$ cat config.mk
export PLATFORM = sky130hd
export DESIGN_NAME = decodeTop
export DESIGN_NICKNAME = d
export VERILOG_FILES = /design/src/ctrlPkg.sv /design/src/isaPkg.sv /design/src/decodeTop.sv /design/src/ctrlEgress.sv /design/src/branchResolver.sv /design/src/fieldDecoder.sv /design/src/creditFifo.sv
export VERILOG_INCLUDE_DIRS = /design/src /design/src/src
export SDC_FILE = /design/constraint.sdc
export NUM_CORES = 1
export LEC_CHECK = 0
export BUFFER_PORTS_ARGS = -buffer_cell sky130_fd_sc_hd__buf_2
export CORE_MARGIN = 2
export CORE_UTILIZATION = 60
export DETAILED_ROUTE_END_ITERATION = 16
export PLACE_DENSITY = 0.83
export SETUP_SLACK_MARGIN = 0.1
export SLEW_MARGIN = 25
export SYNTH_ARGS = -nofsm -noshare
export SYNTH_HDL_FRONTEND = slang
export SYNTH_HIERARCHICAL = 1
export SYNTH_SLANG_ARGS = --single-unit
export TNS_END_PERCENT = 10
$ cat constraint.sdc
create_clock -name clk -period 8.8 [get_ports clk]
set_input_delay 1.76 -clock clk [delete_from_list [all_inputs] [get_ports clk]]
set_output_delay 1.76 -clock clk [all_outputs]
set_load 0.05 [all_outputs]
$ cat src/decode_macros.svh
`ifndef DECODE_MACROS_SVH
`define DECODE_MACROS_SVH

// Ingress buffer depth, also the credits the upstream holds after reset
`define INGRESS_DEPTH 4

`define EGRESS_DEPTH 4

// Credits the downstream grants after reset
`define OUT_CREDITS 3

// Registered stages between the two buffers
`define PIPE_STAGES 2

// Instruction field positions
`define OP_FIELD 31:26
`define RT_FIELD 20:16
`define FUNCT_FIELD 5:0

`endif
$ cat src/ctrlPkg.sv
`default_nettype none

package ctrlPkg;

	typedef enum logic [4:0] {
		aluAdd = 5'b00000,
		aluSub = 5'b00001,
		aluOr = 5'b00010,
		aluAnd = 5'b00011,
		aluNor = 5'b00100,
		aluXor = 5'b00101,
		aluSll = 5'b00110,
		aluSrl = 5'b00111,
		aluSra = 5'b01000,
		aluSlt = 5'b01001,
		aluSltu = 5'b01010,
		aluAddu = 5'b01100,
		aluSubu = 5'b10000,
		aluNone = 5'b11111  // No ALU result needed
	} aluOp_t;

	typedef enum logic [1:0] {
		npcSeq = 2'b00,
		npcBranch = 2'b01,
		npcJump = 2'b10,
		npcJumpReg = 2'b11
	} npcOp_t;

	typedef enum logic [2:0] {
		wbLui = 3'b001,
		wbAlu = 3'b010,
		wbLink = 3'b011,
		wbMem = 3'b100
	} wbSel_t;

	typedef enum logic [1:0] {
		dstRt = 2'b00,
		dstRd = 2'b01,
		dstR31 = 2'b10
	} dstSel_t;

	typedef enum logic [1:0] {
		extZero = 2'b00,
		extSign = 2'b01,
		extUpper = 2'b10
	} extOp_t;

	typedef enum logic [2:0] {
		dmStoreByte = 3'b000,
		dmStoreHalf = 3'b001,
		dmStoreWord = 3'b010,
		dmLoadByteU = 3'b011,
		dmLoadByte = 3'b100,
		dmLoadHalfU = 3'b101,
		dmLoadHalf = 3'b110,
		dmLoadWord = 3'b111  // Also the idle value
	} dmSel_t;

	typedef enum logic [2:0] {
		brEq = 3'b000,
		brNe = 3'b001,
		brGez = 3'b010,
		brLtz = 3'b011,
		brLez = 3'b100,
		brGtz = 3'b101,
		brNone = 3'b111
	} brClass_t;

	typedef enum logic [1:0] {
		jNone = 2'b00,
		jDirect = 2'b01,  // J, JAL
		jReg = 2'b10      // JR, JALR
	} jType_t;

	typedef struct packed {
		logic rfWr;
		dstSel_t dstSel;
		wbSel_t wbSel;
		extOp_t extOp;
		aluOp_t aluOp;
		logic shamtSel;
		logic dmRd;
		logic dmWr;
		dmSel_t dmSel;
		npcOp_t npcOp;
		logic likelyFlush;
		logic riExc;
	} ctrlWord_t;

endpackage

`default_nettype wire

$ cat src/isaPkg.sv
`default_nettype none

package isaPkg;

	typedef logic [5:0] opcode_t;
	typedef logic [5:0] funct_t;
	typedef logic [4:0] regIdx_t;
	typedef logic [31:0] instrWord_t;

	// Instruction plus the compare flags from the register stage
	typedef struct packed {
		instrWord_t instr;
		logic cmpEq;          // High when the operands are equal
		logic [1:0] cmpSign;  // Sign class of rs
	} issueWord_t;

	localparam logic [1:0] signNeg = 2'b10;
	localparam logic [1:0] signPos = 2'b01;

	localparam opcode_t opSpecial = 6'b000000;
	localparam opcode_t opRegimm = 6'b000001;
	localparam opcode_t opJ = 6'b000010;
	localparam opcode_t opJal = 6'b000011;
	localparam opcode_t opBeq = 6'b000100;
	localparam opcode_t opBne = 6'b000101;
	localparam opcode_t opBlez = 6'b000110;
	localparam opcode_t opBgtz = 6'b000111;
	localparam opcode_t opAddi = 6'b001000;
	localparam opcode_t opAddiu = 6'b001001;
	localparam opcode_t opSlti = 6'b001010;
	localparam opcode_t opSltiu = 6'b001011;
	localparam opcode_t opAndi = 6'b001100;
	localparam opcode_t opOri = 6'b001101;
	localparam opcode_t opXori = 6'b001110;
	localparam opcode_t opLui = 6'b001111;
	localparam opcode_t opBeql = 6'b010100;
	localparam opcode_t opBnel = 6'b010101;
	localparam opcode_t opBlezl = 6'b010110;
	localparam opcode_t opBgtzl = 6'b010111;
	localparam opcode_t opLb = 6'b100000;
	localparam opcode_t opLh = 6'b100001;
	localparam opcode_t opLw = 6'b100011;
	localparam opcode_t opLbu = 6'b100100;
	localparam opcode_t opLhu = 6'b100101;
	localparam opcode_t opSb = 6'b101000;
	localparam opcode_t opSh = 6'b101001;
	localparam opcode_t opSw = 6'b101011;

	localparam funct_t fnSll = 6'b000000;
	localparam funct_t fnSrl = 6'b000010;
	localparam funct_t fnSra = 6'b000011;
	localparam funct_t fnSllv = 6'b000100;
	localparam funct_t fnSrlv = 6'b000110;
	localparam funct_t fnSrav = 6'b000111;
	localparam funct_t fnJr = 6'b001000;
	localparam funct_t fnJalr = 6'b001001;
	localparam funct_t fnAdd = 6'b100000;
	localparam funct_t fnAddu = 6'b100001;
	localparam funct_t fnSub = 6'b100010;
	localparam funct_t fnSubu = 6'b100011;
	localparam funct_t fnAnd = 6'b100100;
	localparam funct_t fnOr = 6'b100101;
	localparam funct_t fnXor = 6'b100110;
	localparam funct_t fnNor = 6'b100111;
	localparam funct_t fnSlt = 6'b101010;
	localparam funct_t fnSltu = 6'b101011;

	// REGIMM selectors in the rt field
	localparam regIdx_t rtBltz = 5'b00000;
	localparam regIdx_t rtBgez = 5'b00001;
	localparam regIdx_t rtBltzl = 5'b00010;
	localparam regIdx_t rtBgezl = 5'b00011;
	localparam regIdx_t rtBltzal = 5'b10000;
	localparam regIdx_t rtBgezal = 5'b10001;
	localparam regIdx_t rtBltzall = 5'b10010;
	localparam regIdx_t rtBgezall = 5'b10011;

endpackage

`default_nettype wire

$ cat src/decodeTop.sv
`timescale 1ns/100ps
`default_nettype none

module decodeTop (
	input  logic clk,
	input  logic rst,
	input  logic inValid,
	input  isaPkg::instrWord_t inInstr,
	input  logic inCmpEq,
	input  logic [1:0] inCmpSign,
	input  logic outCredit,
	output logic inCredit,
	output logic outValid,
	output logic rfWr,
	output ctrlPkg::dstSel_t dstSel,
	output ctrlPkg::wbSel_t wbSel,
	output ctrlPkg::extOp_t extOp,
	output ctrlPkg::aluOp_t aluOp,
	output logic shamtSel,
	output logic dmRd,
	output logic dmWr,
	output ctrlPkg::dmSel_t dmSel,
	output ctrlPkg::npcOp_t npcOp,
	output logic likelyFlush,
	output logic riExc
);

	import isaPkg::*;
	import ctrlPkg::*;

	issueWord_t inWord;
	issueWord_t issueData;
	logic ingressNotEmpty;
	logic issue;
	logic issueRoom;

	// Stage one outputs
	logic s1Valid;
	logic s1RfWr;
	dstSel_t s1Dst;
	wbSel_t s1Wb;
	extOp_t s1Ext;
	aluOp_t s1AluOp;
	logic s1ShamtSel;
	logic s1DmRd;
	logic s1DmWr;
	dmSel_t s1DmSel;
	logic s1RiExc;
	brClass_t s1BrClass;
	logic s1Likely;
	jType_t s1JType;
	logic s1CmpEq;
	logic [1:0] s1CmpSign;
	logic s1RtZero;

	logic stageValid;
	ctrlWord_t stageWord;

	assign inWord = '{instr: inInstr, cmpEq: inCmpEq, cmpSign: inCmpSign};
	assign issue = ingressNotEmpty && issueRoom;

	creditFifo #(
		.payload_t(issueWord_t)
	) ingressBuf (
		.clk(clk),
		.rst(rst),
		.push(inValid),
		.pushData(inWord),
		.pop(issue),
		.popData(issueData),
		.notEmpty(ingressNotEmpty),
		.count()
	);

	fieldDecoder stage1 (.*);

	branchResolver stage2 (.*);

	ctrlEgress egress (.*);

	// One credit back upstream per freed ingress slot
	always_ff @(posedge clk) begin
		if (!rst)
			inCredit <= 1'b0;
		else
			inCredit <= issue;
	end

endmodule

`default_nettype wire

$ cat src/ctrlEgress.sv
`timescale 1ns/100ps
`default_nettype none
`include "decode_macros.svh"

module ctrlEgress (
	input  logic clk,
	input  logic rst,
	input  logic issue,
	input  logic stageValid,
	input  ctrlPkg::ctrlWord_t stageWord,
	input  logic outCredit,
	output logic issueRoom,
	output logic outValid,
	output logic rfWr,
	output ctrlPkg::dstSel_t dstSel,
	output ctrlPkg::wbSel_t wbSel,
	output ctrlPkg::extOp_t extOp,
	output ctrlPkg::aluOp_t aluOp,
	output logic shamtSel,
	output logic dmRd,
	output logic dmWr,
	output ctrlPkg::dmSel_t dmSel,
	output ctrlPkg::npcOp_t npcOp,
	output logic likelyFlush,
	output logic riExc
);

	import ctrlPkg::*;

	ctrlWord_t headWord;
	logic notEmpty;
	logic [2:0] count;
	logic [2:0] credits;
	logic [2:0] inFlight;  // Issued but not yet in the buffer
	logic send;

	creditFifo #(
		.payload_t(ctrlWord_t),
		.depth(`EGRESS_DEPTH)
	) recordBuf (
		.clk(clk),
		.rst(rst),
		.push(stageValid),
		.pushData(stageWord),
		.pop(send),
		.popData(headWord),
		.notEmpty(notEmpty),
		.count(count)
	);

	assign send = notEmpty && (credits != 3'd0);
	assign issueRoom = (4'(count) + 4'(inFlight)) < 4'(`EGRESS_DEPTH);

	always_ff @(posedge clk) begin
		if (!rst) begin
			credits <= 3'(`OUT_CREDITS);
			inFlight <= 3'd0;
			outValid <= 1'b0;
		end else begin
			case ({send, outCredit})
				2'b10: credits <= credits - 3'd1;
				2'b01: credits <= credits + 3'd1;
				default: credits <= credits;
			endcase
			case ({issue, stageValid})
				2'b10: inFlight <= inFlight + 3'd1;
				2'b01: inFlight <= inFlight - 3'd1;
				default: inFlight <= inFlight;
			endcase
			outValid <= send;
		end
	end

	always_ff @(posedge clk) begin
		if (send) begin
			rfWr <= headWord.rfWr;
			dstSel <= headWord.dstSel;
			wbSel <= headWord.wbSel;
			extOp <= headWord.extOp;
			aluOp <= headWord.aluOp;
			shamtSel <= headWord.shamtSel;
			dmRd <= headWord.dmRd;
			dmWr <= headWord.dmWr;
			dmSel <= headWord.dmSel;
			npcOp <= headWord.npcOp;
			likelyFlush <= headWord.likelyFlush;
			riExc <= headWord.riExc;
		end
	end

	// Downstream returns only what it was given
	creditBound: assert property (@(posedge clk) disable iff (!rst)
		credits <= 3'(`OUT_CREDITS))
		else $error("ctrlEgress credit overflow");

endmodule

`default_nettype wire

$ cat src/branchResolver.sv
`timescale 1ns/100ps
`default_nettype none

module branchResolver (
	input  logic clk,
	input  logic rst,
	input  logic s1Valid,
	input  logic s1RfWr,
	input  ctrlPkg::dstSel_t s1Dst,
	input  ctrlPkg::wbSel_t s1Wb,
	input  ctrlPkg::extOp_t s1Ext,
	input  ctrlPkg::aluOp_t s1AluOp,
	input  logic s1ShamtSel,
	input  logic s1DmRd,
	input  logic s1DmWr,
	input  ctrlPkg::dmSel_t s1DmSel,
	input  logic s1RiExc,
	input  ctrlPkg::brClass_t s1BrClass,
	input  logic s1Likely,
	input  ctrlPkg::jType_t s1JType,
	input  logic s1CmpEq,
	input  logic [1:0] s1CmpSign,
	input  logic s1RtZero,
	output logic stageValid,
	output ctrlPkg::ctrlWord_t stageWord
);

	import isaPkg::*;
	import ctrlPkg::*;

	logic condMet;
	logic taken;
	npcOp_t npcOp;

	always_comb begin
		case (s1BrClass)
			brEq: condMet = s1CmpEq;
			brNe: condMet = !s1CmpEq;
			brGez: condMet = (s1CmpSign != signNeg);
			brLtz: condMet = (s1CmpSign == signNeg);
			brLez: condMet = (s1CmpSign != signPos);
			brGtz: condMet = (s1CmpSign == signPos);
			default: condMet = 1'b0;
		endcase
	end

	assign taken = condMet && s1RtZero;  // BLEZL and BGTZL need rt zero

	always_comb begin
		if (s1BrClass != brNone)
			npcOp = taken ? npcBranch : npcSeq;
		else if (s1JType == jDirect)
			npcOp = npcJump;
		else if (s1JType == jReg)
			npcOp = npcJumpReg;
		else
			npcOp = npcSeq;
	end

	always_ff @(posedge clk) begin
		if (!rst)
			stageValid <= 1'b0;
		else
			stageValid <= s1Valid;
	end

	always_ff @(posedge clk) begin
		if (s1Valid) begin
			stageWord.rfWr <= s1RfWr;
			stageWord.dstSel <= s1Dst;
			stageWord.wbSel <= s1Wb;
			stageWord.extOp <= s1Ext;
			stageWord.aluOp <= s1AluOp;
			stageWord.shamtSel <= s1ShamtSel;
			stageWord.dmRd <= s1DmRd;
			stageWord.dmWr <= s1DmWr;
			stageWord.dmSel <= s1DmSel;
			stageWord.npcOp <= npcOp;
			stageWord.likelyFlush <= s1Likely && !taken;  // Squash the delay slot
			stageWord.riExc <= s1RiExc;
		end
	end

	// A reserved word never redirects the PC
	seqOnReserved: assert property (@(posedge clk) disable iff (!rst)
		stageValid && stageWord.riExc |-> stageWord.npcOp == npcSeq)
		else $error("branchResolver redirect on reserved record");

endmodule

`default_nettype wire

$ cat src/fieldDecoder.sv
`timescale 1ns/100ps
`default_nettype none
`include "decode_macros.svh"

module fieldDecoder (
	input  logic clk,
	input  logic rst,
	input  logic issue,
	input  isaPkg::issueWord_t issueData,
	output logic s1Valid,
	output logic s1RfWr,
	output ctrlPkg::dstSel_t s1Dst,
	output ctrlPkg::wbSel_t s1Wb,
	output ctrlPkg::extOp_t s1Ext,
	output ctrlPkg::aluOp_t s1AluOp,
	output logic s1ShamtSel,
	output logic s1DmRd,
	output logic s1DmWr,
	output ctrlPkg::dmSel_t s1DmSel,
	output logic s1RiExc,
	output ctrlPkg::brClass_t s1BrClass,
	output logic s1Likely,
	output ctrlPkg::jType_t s1JType,
	output logic s1CmpEq,
	output logic [1:0] s1CmpSign,
	output logic s1RtZero
);

	import isaPkg::*;
	import ctrlPkg::*;

	opcode_t op;
	funct_t fn;
	regIdx_t rt;
	logic rfWr;
	dstSel_t dst;
	wbSel_t wb;
	extOp_t ext;
	aluOp_t aluOp;
	logic shamtSel;
	logic dmRd;
	logic dmWr;
	dmSel_t dmSel;
	logic riExc;
	brClass_t brClass;
	logic likely;
	jType_t jType;
	logic rtZero;

	assign op = issueData.instr[`OP_FIELD];
	assign fn = issueData.instr[`FUNCT_FIELD];
	assign rt = issueData.instr[`RT_FIELD];

	always_comb begin
		rfWr = 1'b0;
		dst = dstRt;
		wb = wbAlu;
		ext = extZero;
		aluOp = aluNone;
		shamtSel = 1'b0;
		dmRd = 1'b0;
		dmWr = 1'b0;
		dmSel = dmLoadWord;
		riExc = 1'b1;  // Cleared by every kept instruction
		brClass = brNone;
		likely = 1'b0;
		jType = jNone;
		rtZero = 1'b1;
		case (op)
			opSpecial: begin
				riExc = 1'b0;
				rfWr = 1'b1;
				dst = dstRd;
				case (fn)
					fnAdd: aluOp = aluAdd;
					fnAddu: aluOp = aluAddu;
					fnSub: aluOp = aluSub;
					fnSubu: aluOp = aluSubu;
					fnAnd: aluOp = aluAnd;
					fnOr: aluOp = aluOr;
					fnXor: aluOp = aluXor;
					fnNor: aluOp = aluNor;
					fnSlt: aluOp = aluSlt;
					fnSltu: aluOp = aluSltu;
					fnSllv: aluOp = aluSll;
					fnSrlv: aluOp = aluSrl;
					fnSrav: aluOp = aluSra;
					fnSll, fnSrl, fnSra: begin
						shamtSel = 1'b1;  // Shift amount from the shamt field
						aluOp = (fn == fnSll) ? aluSll : (fn == fnSrl) ? aluSrl : aluSra;
					end
					fnJr: begin
						rfWr = 1'b0;
						jType = jReg;
					end
					fnJalr: begin
						wb = wbLink;
						jType = jReg;
					end
					default: begin
						riExc = 1'b1;
						rfWr = 1'b0;
						dst = dstRt;
					end
				endcase
			end
			opRegimm: begin
				case (rt)
					rtBltz, rtBltzl, rtBltzal, rtBltzall: brClass = brLtz;
					rtBgez, rtBgezl, rtBgezal, rtBgezall: brClass = brGez;
					default: brClass = brNone;
				endcase
				if (brClass != brNone) begin
					riExc = 1'b0;
					dst = dstR31;
					wb = wbLink;
					likely = rt[1];
					rfWr = rt[4];  // Linking forms
				end
			end
			opJ: begin
				riExc = 1'b0;
				jType = jDirect;
			end
			opJal: begin
				riExc = 1'b0;
				jType = jDirect;
				rfWr = 1'b1;
				dst = dstR31;
				wb = wbLink;
			end
			opBeq, opBeql: begin
				riExc = 1'b0;
				brClass = brEq;
				likely = (op == opBeql);
			end
			opBne, opBnel: begin
				riExc = 1'b0;
				brClass = brNe;
				likely = (op == opBnel);
			end
			opBlez, opBgtz: begin
				riExc = 1'b0;
				brClass = (op == opBlez) ? brLez : brGtz;
			end
			opBlezl, opBgtzl: begin
				// Only legal with rt zero, but the flush still applies
				brClass = (op == opBlezl) ? brLez : brGtz;
				likely = 1'b1;
				rtZero = (rt == 5'd0);
				riExc = (rt != 5'd0);
			end
			opAddi, opAddiu, opSlti, opSltiu: begin
				riExc = 1'b0;
				rfWr = 1'b1;
				ext = extSign;
				case (op)
					opAddi: aluOp = aluAdd;
					opAddiu: aluOp = aluAddu;
					opSlti: aluOp = aluSlt;
					default: aluOp = aluSltu;
				endcase
			end
			opAndi, opOri, opXori: begin
				riExc = 1'b0;
				rfWr = 1'b1;
				aluOp = (op == opAndi) ? aluAnd : (op == opOri) ? aluOr : aluXor;
			end
			opLui: begin
				riExc = 1'b0;
				rfWr = 1'b1;
				ext = extUpper;
				wb = wbLui;
			end
			opLb, opLbu, opLh, opLhu, opLw: begin
				riExc = 1'b0;
				rfWr = 1'b1;
				dmRd = 1'b1;
				wb = wbMem;
				ext = extSign;
				aluOp = aluAdd;  // Base plus offset
				case (op)
					opLb: dmSel = dmLoadByte;
					opLbu: dmSel = dmLoadByteU;
					opLh: dmSel = dmLoadHalf;
					opLhu: dmSel = dmLoadHalfU;
					default: dmSel = dmLoadWord;
				endcase
			end
			opSb, opSh, opSw: begin
				riExc = 1'b0;
				dmWr = 1'b1;
				ext = extSign;
				aluOp = aluAdd;
				dmSel = (op == opSb) ? dmStoreByte : (op == opSh) ? dmStoreHalf : dmStoreWord;
			end
			default: riExc = 1'b1;
		endcase
	end

	always_ff @(posedge clk) begin
		if (!rst)
			s1Valid <= 1'b0;
		else
			s1Valid <= issue;
	end

	always_ff @(posedge clk) begin
		if (issue) begin
			s1RfWr <= rfWr;
			s1Dst <= dst;
			s1Wb <= wb;
			s1Ext <= ext;
			s1AluOp <= aluOp;
			s1ShamtSel <= shamtSel;
			s1DmRd <= dmRd;
			s1DmWr <= dmWr;
			s1DmSel <= dmSel;
			s1RiExc <= riExc;
			s1BrClass <= brClass;
			s1Likely <= likely;
			s1JType <= jType;
			s1CmpEq <= issueData.cmpEq;
			s1CmpSign <= issueData.cmpSign;
			s1RtZero <= rtZero;
		end
	end

endmodule

`default_nettype wire

$ cat src/creditFifo.sv
`timescale 1ns/100ps
`default_nettype none
`include "decode_macros.svh"

module creditFifo #(
	parameter type payload_t = logic [31:0],
	parameter int depth = `INGRESS_DEPTH
) (
	input  logic clk,
	input  logic rst,
	input  logic push,
	input  payload_t pushData,
	input  logic pop,
	output payload_t popData,
	output logic notEmpty,
	output logic [2:0] count
);

	localparam int ptrBits = $clog2(depth);

	payload_t mem [depth];
	logic [ptrBits-1:0] wrPtr;
	logic [ptrBits-1:0] rdPtr;

	assign popData = mem[rdPtr];  // Head is visible before the pop
	assign notEmpty = (count != 3'd0);

	always_ff @(posedge clk) begin
		if (push)
			mem[wrPtr] <= pushData;
	end

	always_ff @(posedge clk) begin
		if (!rst) begin
			wrPtr <= '0;
			rdPtr <= '0;
			count <= 3'd0;
		end else begin
			if (push)
				wrPtr <= (wrPtr == ptrBits'(depth - 1)) ? '0 : wrPtr + 1'b1;
			if (pop)
				rdPtr <= (rdPtr == ptrBits'(depth - 1)) ? '0 : rdPtr + 1'b1;
			case ({push, pop})
				2'b10: count <= count + 3'd1;
				2'b01: count <= count - 3'd1;
				default: count <= count;
			endcase
		end
	end

	// Writer side must honour its credits
	noOverflow: assert property (@(posedge clk) disable iff (!rst)
		push |-> (count < 3'(depth)))
		else $error("creditFifo push while full");

	noUnderflow: assert property (@(posedge clk) disable iff (!rst)
		pop |-> notEmpty)
		else $error("creditFifo pop while empty");

endmodule

`default_nettype wire

==> results.ini, run 1 <==
[clock_network]
holdBufCountCts = 0
clock_sinks = 276
cts_setup_buffers = 0
cts_max_level = 1
cts_buffers = 26
clkSlewWorstSetupHoldPaths_ns = 0.06
cts_tree = built
root_buffer = clkbuf_16
worstSkewPairLatency_ns = 0.52
cts_buffer_depth = 3
post_cts_resized = 0

[floorplan]
pin_count = 64
die_area_sq_um = 19200
die_h_um = 138.6
die_w_um = 138.6
initial_core_util = 0.6089
core-area_sq_um = 17840
rows = 49

[routing]
drtIter0Drc = 445
vias = 5254
wl_per_cell_um = 19.53
final_antenna_net_count = 0
drc = 0
first_pass_iters = 5
avgViaCountPerCell = 5.950
routed_wl_mm = 17.25

[synth]
synth_cells = 580
yosys_warnings = 6
syn-cell-area_sq_um = 10860
avgSynthCellArea_sq_um = 18.73
synth_nets = 640

[placement]
hpwl_mm = 10.31
gp_congestion = 0.8263
portBuffers = 48

[cells_and_area]
layout_common_cells = edfxtp_1, buf_2, mux4_2
nets = 694
antenna_cells = 0
fillCellCount = 1110
multi_input_area_sq_um = 2594
drive_gt1_frac = 0.2217
area_growth_pct = 11.16
final_common_cell = edfxtp_1
seq_area_sq_um = 8009

[hold_path]
hold_class = reg2reg

[critical_path]
crit_path_end_kind = flop
path_cells = or3_1, o31ai_2, clkinv_1, ha_1, fa_1, xnor2_1, or3_1, a21boi_0
arrival_ns = 3.73
crit_type = reg2reg
required_ns = 9.25
cpPeakStageDelay_ns = 0.81
path_max_fanout = 28
crit_top_cell = or3_1
crit_path_start_kind = flop
cpMaxStageDelayCell = clkinv_1

[pwr]
power.leakage_nw = 4.040
power.density_nw_per_um2 = 336.4
irDropWorstVdd_v = 0.0002213

[sta]
worst_slew_pin_slew_ns = 1.033
fmax_mhz = 305.0
period_share = 0.3726
skew_ns = 0.01724
layout_min_cycle_time_ns = 3.278
maxSlewViolCount = 0
fin_setup_tns_ns = 0
finalHoldViolCount = 0
relSlewSlack = 0.3102
rsz0062_at_grt = no
final-setup-viol-count = 0
holdWs_ns = 0.4026

[grt]
antenna_found_initial = 0
grt_pass1_wl_mm = 27.53
grt_start_max_net_pins = 37
grt_pass1_vias = 5134
grt-ovfl-total = 0
grt_use_total = 0.1816

[flow_run]
cap_violations = 0

[status]
status = completed

critical path: cells and delay by family (launching register included):
kind,cells,cell delay (ns)
XOR/XNOR,1,0.14
buffers and inverters,1,0.81
AO/OA/AOI/OAI,2,0.25
AND/OR/NAND/NOR,2,0.68
flip-flops,1,0.35
adder cells (fa/ha/maj),2,0.97
final timing paths:
check | depth (start not counted) | slack, ns | start | to
worst max-delay path | 8 | 5.52 | egress/recordBuf/count[0]$_SDFFE_PN0P_ | egress/recordBuf/count[2]$_SDFFE_PN0P_
worst max register to register | 8 | 5.52 | egress/recordBuf/count[0]$_SDFFE_PN0P_ | egress/recordBuf/count[2]$_SDFFE_PN0P_
worst min-delay path | 0 | 0.40 | stage1/s1AluOp[3]$_DFFE_PP_ | stage2/stageWord[13]$_DFFE_PP_
worst min register to register | 0 | 0.40 | stage1/s1AluOp[3]$_DFFE_PP_ | stage2/stageWord[13]$_DFFE_PP_
where the power goes:
group	leakage, nW	internal (mW)	switching (mW)
Sequential	2.49	1.78	0.143
Combinational	1.12	0.383	0.684
Clock	0.422	0.623	0.446
cell type report:
| type | instances | share of cell area |
|---|---|---|
| Multi-Input combinational cell | 263 | 0.2148 |
| Tap cell | 229 | 0.02373 |
| Clock buffer | 34 | 0.06424 |
| Sequential cell | 276 | 0.6632 |
| Timing Repair Buffer | 52 | 0.02269 |
| Inverter | 15 | 0.004663 |
| Clock inverter | 14 | 0.006631 |
per-layer routing:
| metal | track usage | vias up | share of wire |
|---|---|---|---|
| met1 | 0.2455 | 2648 | 0.41 |
| li1 | - | 2398 | - |
| met3 | 0.03039 | 33 | 0.055 |
| met2 | 0.3158 | 175 | 0.51 |
| met4 | 0.04243 | 0 | 0.018 |
| met5 | 0 | - | 0 |
flip-flops by register name, indices dropped and copies added (netlist names), 5 cells and up, named ones only:
name / count
stage1/s1AluOp: 5
egress/aluOp: 5
egress/recordBuf/mem: 92
stage2/stageWord: 23
ingressBuf/mem: 80
stage by stage:
step	setup WS [ns]	instance area, sq um	util	power (mW)	cells
after detailed placement	5.476	11200	0.6280	3.003	834
after CTS	5.652	12060	0.6760	4.091	882
after floorplan	5.537	10860	-	2.798	580
after global placement	5.584	11200	0.6277	2.937	834
after global routing	5.265	12080	0.6768	4.253	883
final	5.522	12080	0.6768	4.062	883
Power figures use the tool's default switching activity.
==> run 2: changes to the inputs <==
ABC_AREA = 1   (was not set)
clock period = 3.05 ns   (was 8.8 ns; I/O delays follow)
==> results.ini, run 2 <==
[clock_network]
clock_sinks = 276  ; unchanged
clkSlewWorstSetupHoldPaths_ns = 0.06  ; about the same
cts_setup_buffers = 0  ; unchanged
cts_buffer_depth = 3  ; unchanged
holdBufCountCts = 0  ; unchanged
post_cts_resized = 0  ; unchanged
cts_tree = built
worstSkewPairLatency_ns = 0.52  ; about the same
cts_buffers = 27  ; +3.8%
cts_max_level = 1  ; unchanged
root_buffer = clkbuf_16

[pwr]
power.leakage_nw = 4.688  ; +16%
seqPwrFrac = 0.459  ; -0.015
p_comb_frac = 0.308  ; +0.045
power.density_nw_per_um2 = 1006  ; +200%
p_int_mw = 7.999  ; +190%
clock_power_share = 0.234  ; -0.029
finalPower_mw = 12.49  ; +210%
sw_frac_of_total = 0.3596  ; +0.04614
power_switching_mw = 4.491  ; +250%
irDropWorstVdd_v = 0.0005610  ; +150%

[cells_and_area]
finalInstanceArea_sq_um = 12420  ; +2.9%
top_register = egress/recordBuf/mem
layout_common_cells = edfxtp_1, nor2_1, nand2_1
nets = 1017  ; +47%
largest_reg_flops = 92  ; unchanged
multi_input_area_sq_um = 2676  ; +3.2%
seq_area_sq_um = 8009  ; unchanged
layout.cells.non_filler = 1209  ; +37%
reg_top3 = egress/recordBuf/mem: 92 flops, ingressBuf/mem: 80 flops, stage2/stageWord: 23 flops
final_common_cell = edfxtp_1
fillCellCount = 1270  ; +14%
area_growth_pct = 10.51
drive_gt1_frac = 0.1528  ; -0.06889
antenna_cells = 0  ; unchanged

[critical_path]
crit_type = reg2reg
crit_path_end_kind = flop
crit_path_start_kind = flop
arrival_ns = 2.87  ; -0.86 ns
required_ns = 3.31  ; -5.94 ns
worstRegToRegCells = 10  ; +2
reg2reg_slack_ns = 0.44  ; -5.08 ns
path_max_fanout = 22  ; -21%
reg2reg_to = stage1/s1AluOp[0]$_DFFE_PP_

[floorplan]
die_w_um = 140.9  ; +1.7%
core-area_sq_um = 18520  ; +3.8%
initial_core_util = 0.6070  ; -0.001919
pin_count = 64  ; unchanged
rows = 50  ; +2.0%
die_area_sq_um = 19840  ; +3.4%
die_h_um = 140.9  ; +1.7%

[placement]
place_inst = 1162  ; +39%
portBuffers = 48  ; unchanged
hpwl_mm = 12.66  ; +23%
gp_congestion = 0.8666  ; +4.9%
post_dp_cell_area_sq_um = 11650  ; +4.0%

[hold_path]
hold_depth = 1  ; +1
whs_endpoint = ingressBuf/mem[1][8]$_DFFE_PP_
hp-start = inInstr[5]
hold_class = in2reg

[routing]
first_pass_iters = 5  ; unchanged
vias = 6745  ; +28%
avgViaCountPerCell = 5.579  ; -6.2%
wl_per_cell_um = 16.29  ; -17%
drtIter0Drc = 404  ; -9.2%
final_antenna_net_count = 0  ; unchanged
routed_wl_mm = 19.69  ; +14%
drc = 0  ; unchanged

[synth]
avgSynthCellArea_sq_um = 12.54  ; -33%
synth_cells = 896  ; +54%
synth_nets = 956  ; +49%
syn-cell-area_sq_um = 11240  ; +3.5%
yosys_warnings = 6  ; unchanged

[status]
status = completed

[grt]
grt_pass1_vias = 6694  ; +30%
grt_use_total = 0.2036  ; +0.02200
grt_start_max_net_pins = 48  ; +30%
grt_pass1_wl_mm = 32.33  ; +17%
grt-ovfl-total = 0  ; unchanged
antenna_found_initial = 0  ; unchanged

[sta]
relSlewSlack = 0.3379  ; +0.02777
maxSlewViolCount = 0  ; unchanged
period_share = 0.8551  ; +0.4825
fin_setup_tns_ns = 0  ; unchanged
worst_slew_pin_slew_ns = 0.9920  ; -0.04133 ns
final-setup-viol-count = 0  ; unchanged
rsz0062_at_grt = no
layout_min_cycle_time_ns = 2.608  ; -0.6705 ns
skew_ns = 0.009793  ; -0.007451 ns
fmax_mhz = 383.4  ; +26%
finalHoldViolCount = 0  ; unchanged

[flow_run]
cap_violations = 0  ; unchanged

[run 2: per-layer routing]
| metal | vias to the layer above | part of all wire | GRT usage | routed length (um) |
|---|---|---|---|---|
| met5 | - | 0 | 0 | 0 |
| met4 | 0 | 0.021 | 0.06105 | 408 |
| met3 | 37 | 0.054 | 0.03397 | 1066 |
| met2 | 192 | 0.52 | 0.3705 | 10170 |
| met1 | 3222 | 0.41 | 0.2517 | 8042 |
| li1 | 3294 | - | - | - |
[run 2: layout make-up]
cell class	count	share of cell area
clock inverter	13	0.005238
sequential	276	0.6448
multi-input combinational	507	0.2155
timing repair buffer	64	0.02901
tap	234	0.02357
inverter	81	0.02539
clock buffer	34	0.05651
[run 2: stage by stage]
stage / hold WS, ns / util / worst slack (ns)
after floorplan: 0.4003 / - / 0.1623
final: 0.2995 / 0.6707 / 0.4421
after global routing: 0.2856 / 0.6707 / 0.2001
after CTS: 0.2796 / 0.6707 / 0.4867
after detailed placement: 0.4054 / 0.6293 / 0.4991
after global placement: 0.4015 / 0.6293 / 0.5682
[run 2: worst max path at each step]
stage,depth (start not counted),to,slack [ns]
floorplan,11,egress/inFlight[2]$_SDFFE_PN0P_,0.16
global placement,10,stage1/s1RiExc$_DFFE_PP_,0.57
detailed placement,10,stage1/s1RfWr$_DFFE_PP_,0.50
CTS,10,stage1/s1RfWr$_DFFE_PP_,0.49
global route,10,stage1/s1RiExc$_DFFE_PP_,0.20
finish,10,stage1/s1AluOp[0]$_DFFE_PP_,0.44
[run 2: worst max-delay path, cell delays in order (launching register included)]
cell and delay [ns]:
dfxtp_1 0.55, buf_4 0.32, o21ai_0 0.13, o22ai_1 0.38, inv_1 0.11, nor2_1 0.14
nand3_1 0.09, nand3_1 0.15, nor2_1 0.09, o21ai_0 0.31, nand2_1 0.09
[run 2: power by group through the flow]
stage | clock (mW) | combinational [mW] | sequential, mW
global placement | 0 | 3.68 | 5.75
global route | 3.13 | 4.29 | 5.82
detailed placement | 0 | 3.82 | 5.81
floorplan | 0 | 2.43 | 6.30
CTS | 2.98 | 3.84 | 5.74
finish | 2.92 | 3.84 | 5.73
==> run 3: changes to the inputs <==
CORE_UTILIZATION = 35   (was 60)
PLACE_DENSITY = 0.55   (was 0.83)
==> results.ini, run 3 (synthesis gave the netlist of run 2 again) <==
[sta]
fin_setup_tns_ns = 0  ; unchanged
maxSlewViolCount = 0  ; unchanged
final-setup-viol-count = 0  ; unchanged
rsz0062_at_grt = no
finalHoldViolCount = 0  ; unchanged
period_share = 0.8535  ; -0.001611
layout_min_cycle_time_ns = 2.603  ; -0.004914 ns
relSlewSlack = 0.3627  ; +0.02481
skew_ns = 0.008541  ; -0.001252 ns
fmax_mhz = 384.2  ; +0.19%
fin_ws_ns = 0.4470  ; +0.004914 ns
worst_slew_pin_slew_ns = 0.9546  ; -0.03742 ns

[critical_path]
path_max_fanout = 13  ; -41%
arrival_ns = 2.89  ; +0.02 ns
crit_type = reg2reg
cpMaxStageDelayCell = o22ai_1
required_ns = 3.34  ; +0.03 ns
cpPeakStageDelay_ns = 0.56  ; about the same
crit_path_end_kind = flop
crit_top_cell = nand3_1
crit_path_start_kind = flop
worstRegToRegCells = 12  ; +2
path_cells = inv_2, buf_4, o21ai_0, o22ai_1, buf_4, nand2_1, nor2_1, nand2_1, nand3_1, nor2_1, nand3_1, nand3_1

[grt]
antenna_found_initial = 0  ; unchanged
grt_pass1_vias = 6377  ; -4.7%
grt-ovfl-total = 0  ; unchanged
grt_start_max_net_pins = 47  ; -2.1%
grt_use_total = 0.1215  ; -0.08207
grt_pass1_wl_mm = 32.57  ; +0.73%

[clock_network]
worstSkewPairLatency_ns = 0.55  ; +0.03 ns
post_cts_resized = 0  ; unchanged
root_buffer = clkbuf_16
cts_tree = built
cts_max_level = 1  ; unchanged
clkSlewWorstSetupHoldPaths_ns = 0.06  ; about the same
holdBufCountCts = 0  ; unchanged
cts_buffer_depth = 3  ; unchanged
clock_sinks = 276  ; unchanged
cts_setup_buffers = 0  ; unchanged
cts_buffers = 29  ; +7.4%

[floorplan]
die_h_um = 183.2  ; +30%
core-area_sq_um = 31560  ; +70%
initial_core_util = 0.3562  ; -0.2508
pin_count = 64  ; unchanged
die_w_um = 183.2  ; +30%
rows = 65  ; +30%
die_area_sq_um = 33560  ; +69%

[cells_and_area]
fillCellCount = 2975  ; +130%
top_register = egress/recordBuf/mem
area_growth_pct = 14.16
finalInstanceArea_sq_um = 12830  ; +3.3%
largest_reg_flops = 92  ; unchanged
antenna_cells = 0  ; unchanged
nets = 1032  ; +1.5%
final_common_cell = edfxtp_1
drive_gt1_frac = 0.1672  ; +0.01435
layout_common_cells = edfxtp_1, nor2_1, nand2_1
reg_top3 = egress/recordBuf/mem: 92 flops, ingressBuf/mem: 80 flops, stage2/stageWord: 23 flops

[status]
status = completed

[hold_path]
hold_depth = 1  ; unchanged
hp-start = inInstr[2]
hold_class = in2reg

[routing]
first_pass_iters = 5  ; unchanged
drc = 0  ; unchanged
vias = 6521  ; -3.3%
avgViaCountPerCell = 4.675  ; -16%
routed_wl_mm = 20.00  ; +1.6%
final_antenna_net_count = 0  ; unchanged
drtIter0Drc = 381  ; -5.7%
wl_per_cell_um = 14.34  ; -12%

[placement]
pre_cts_slack_ns = 0.4518  ; -0.04726 ns
portBuffers = 48  ; unchanged
hpwl_mm = 12.94  ; +2.2%
post_dp_cell_area_sq_um = 11960  ; +2.6%
gp_congestion = 0.8161  ; -5.8%

[pwr]
p_comb_frac = 0.303  ; -0.005
finalPower_mw = 12.80  ; +2.5%
irDropWorstVdd_v = 0.0004974  ; -11%
clock_power_share = 0.251  ; +0.017
sw_frac_of_total = 0.3559  ; -0.003712
power.leakage_nw = 4.799  ; +2.4%
power.density_nw_per_um2 = 997.6  ; -0.80%
p_int_mw = 8.245  ; +3.1%
power_switching_mw = 4.555  ; +1.4%
seqPwrFrac = 0.447  ; -0.012

[flow_run]
cap_violations = 0  ; unchanged

==> run 3: changes by cell type in the layout (fill, tap and decap cells not counted), sizes merged <==
cell	change
buf	+13
clkbuf	+3
bufinv	+1
clkinv	+1
clkinvlp	+1
inv	-1
==> run 3: per-layer routing <==
layer,up-vias,track usage,part of all wire
met5,-,0,0
met2,115,0.2088,0.47
li1,3325,-,-
met1,3036,0.1575,0.46
met4,0,0.04000,0.029
met3,45,0.01926,0.038
==> run 3: final timing paths <==
kind                                                        to  slack [ns]
worst max-delay path                  stage1/s1RiExc$_DFFE_PP_        0.45
worst min register to register  stage2/stageWord[20]$_DFFE_PP_        0.42
worst max register to register        stage1/s1RiExc$_DFFE_PP_        0.45
worst min-delay path            ingressBuf/mem[3][5]$_DFFE_PP_        0.28
==> run 3: worst max-delay path, delay by kind of cell (launching register included) <==
family / cells / cell delay (ns)
AO/OA/AOI/OAI: 2 / 0.66
AND/OR/NAND/NOR: 7 / 0.64
buffers and inverters: 3 / 0.55
flip-flops: 1 / 0.49
==> run 3: area by class of cell <==
class                      instances  area, sq um  share of cell area
tap                              402        503.0             0.03920
sequential                       276         8008              0.6241
clock buffer                      37        755.7             0.05890
clock inverter                    15        115.1            0.008971
inverter                          81        315.3             0.02457
timing repair buffer              77        457.9             0.03569
multi-input combinational        507         2676              0.2086
==> run 3: per-stage QoR <==
step	utilization	instances	hold slack, ns
after detailed placement	0.3790	1343	0.4045
after floorplan	-	896	0.4003
after CTS	0.4066	1395	0.2537
after global placement	0.3790	1343	0.4006
after global routing	0.4066	1395	0.2660
final	0.4066	1395	0.2789
==> run 3: power by group through the flow <==
stage | sequential (mW) | combinational (mW) | clock [mW]
6_report | 5.72 | 3.87 | 3.21
5_1_grt | 5.82 | 4.37 | 3.47
4_1_cts | 5.74 | 3.92 | 3.31
3_5_place_dp | 5.82 | 3.92 | 0
3_3_place_gp | 5.79 | 3.86 | 0
2_1_floorplan | 6.30 | 2.43 | 0
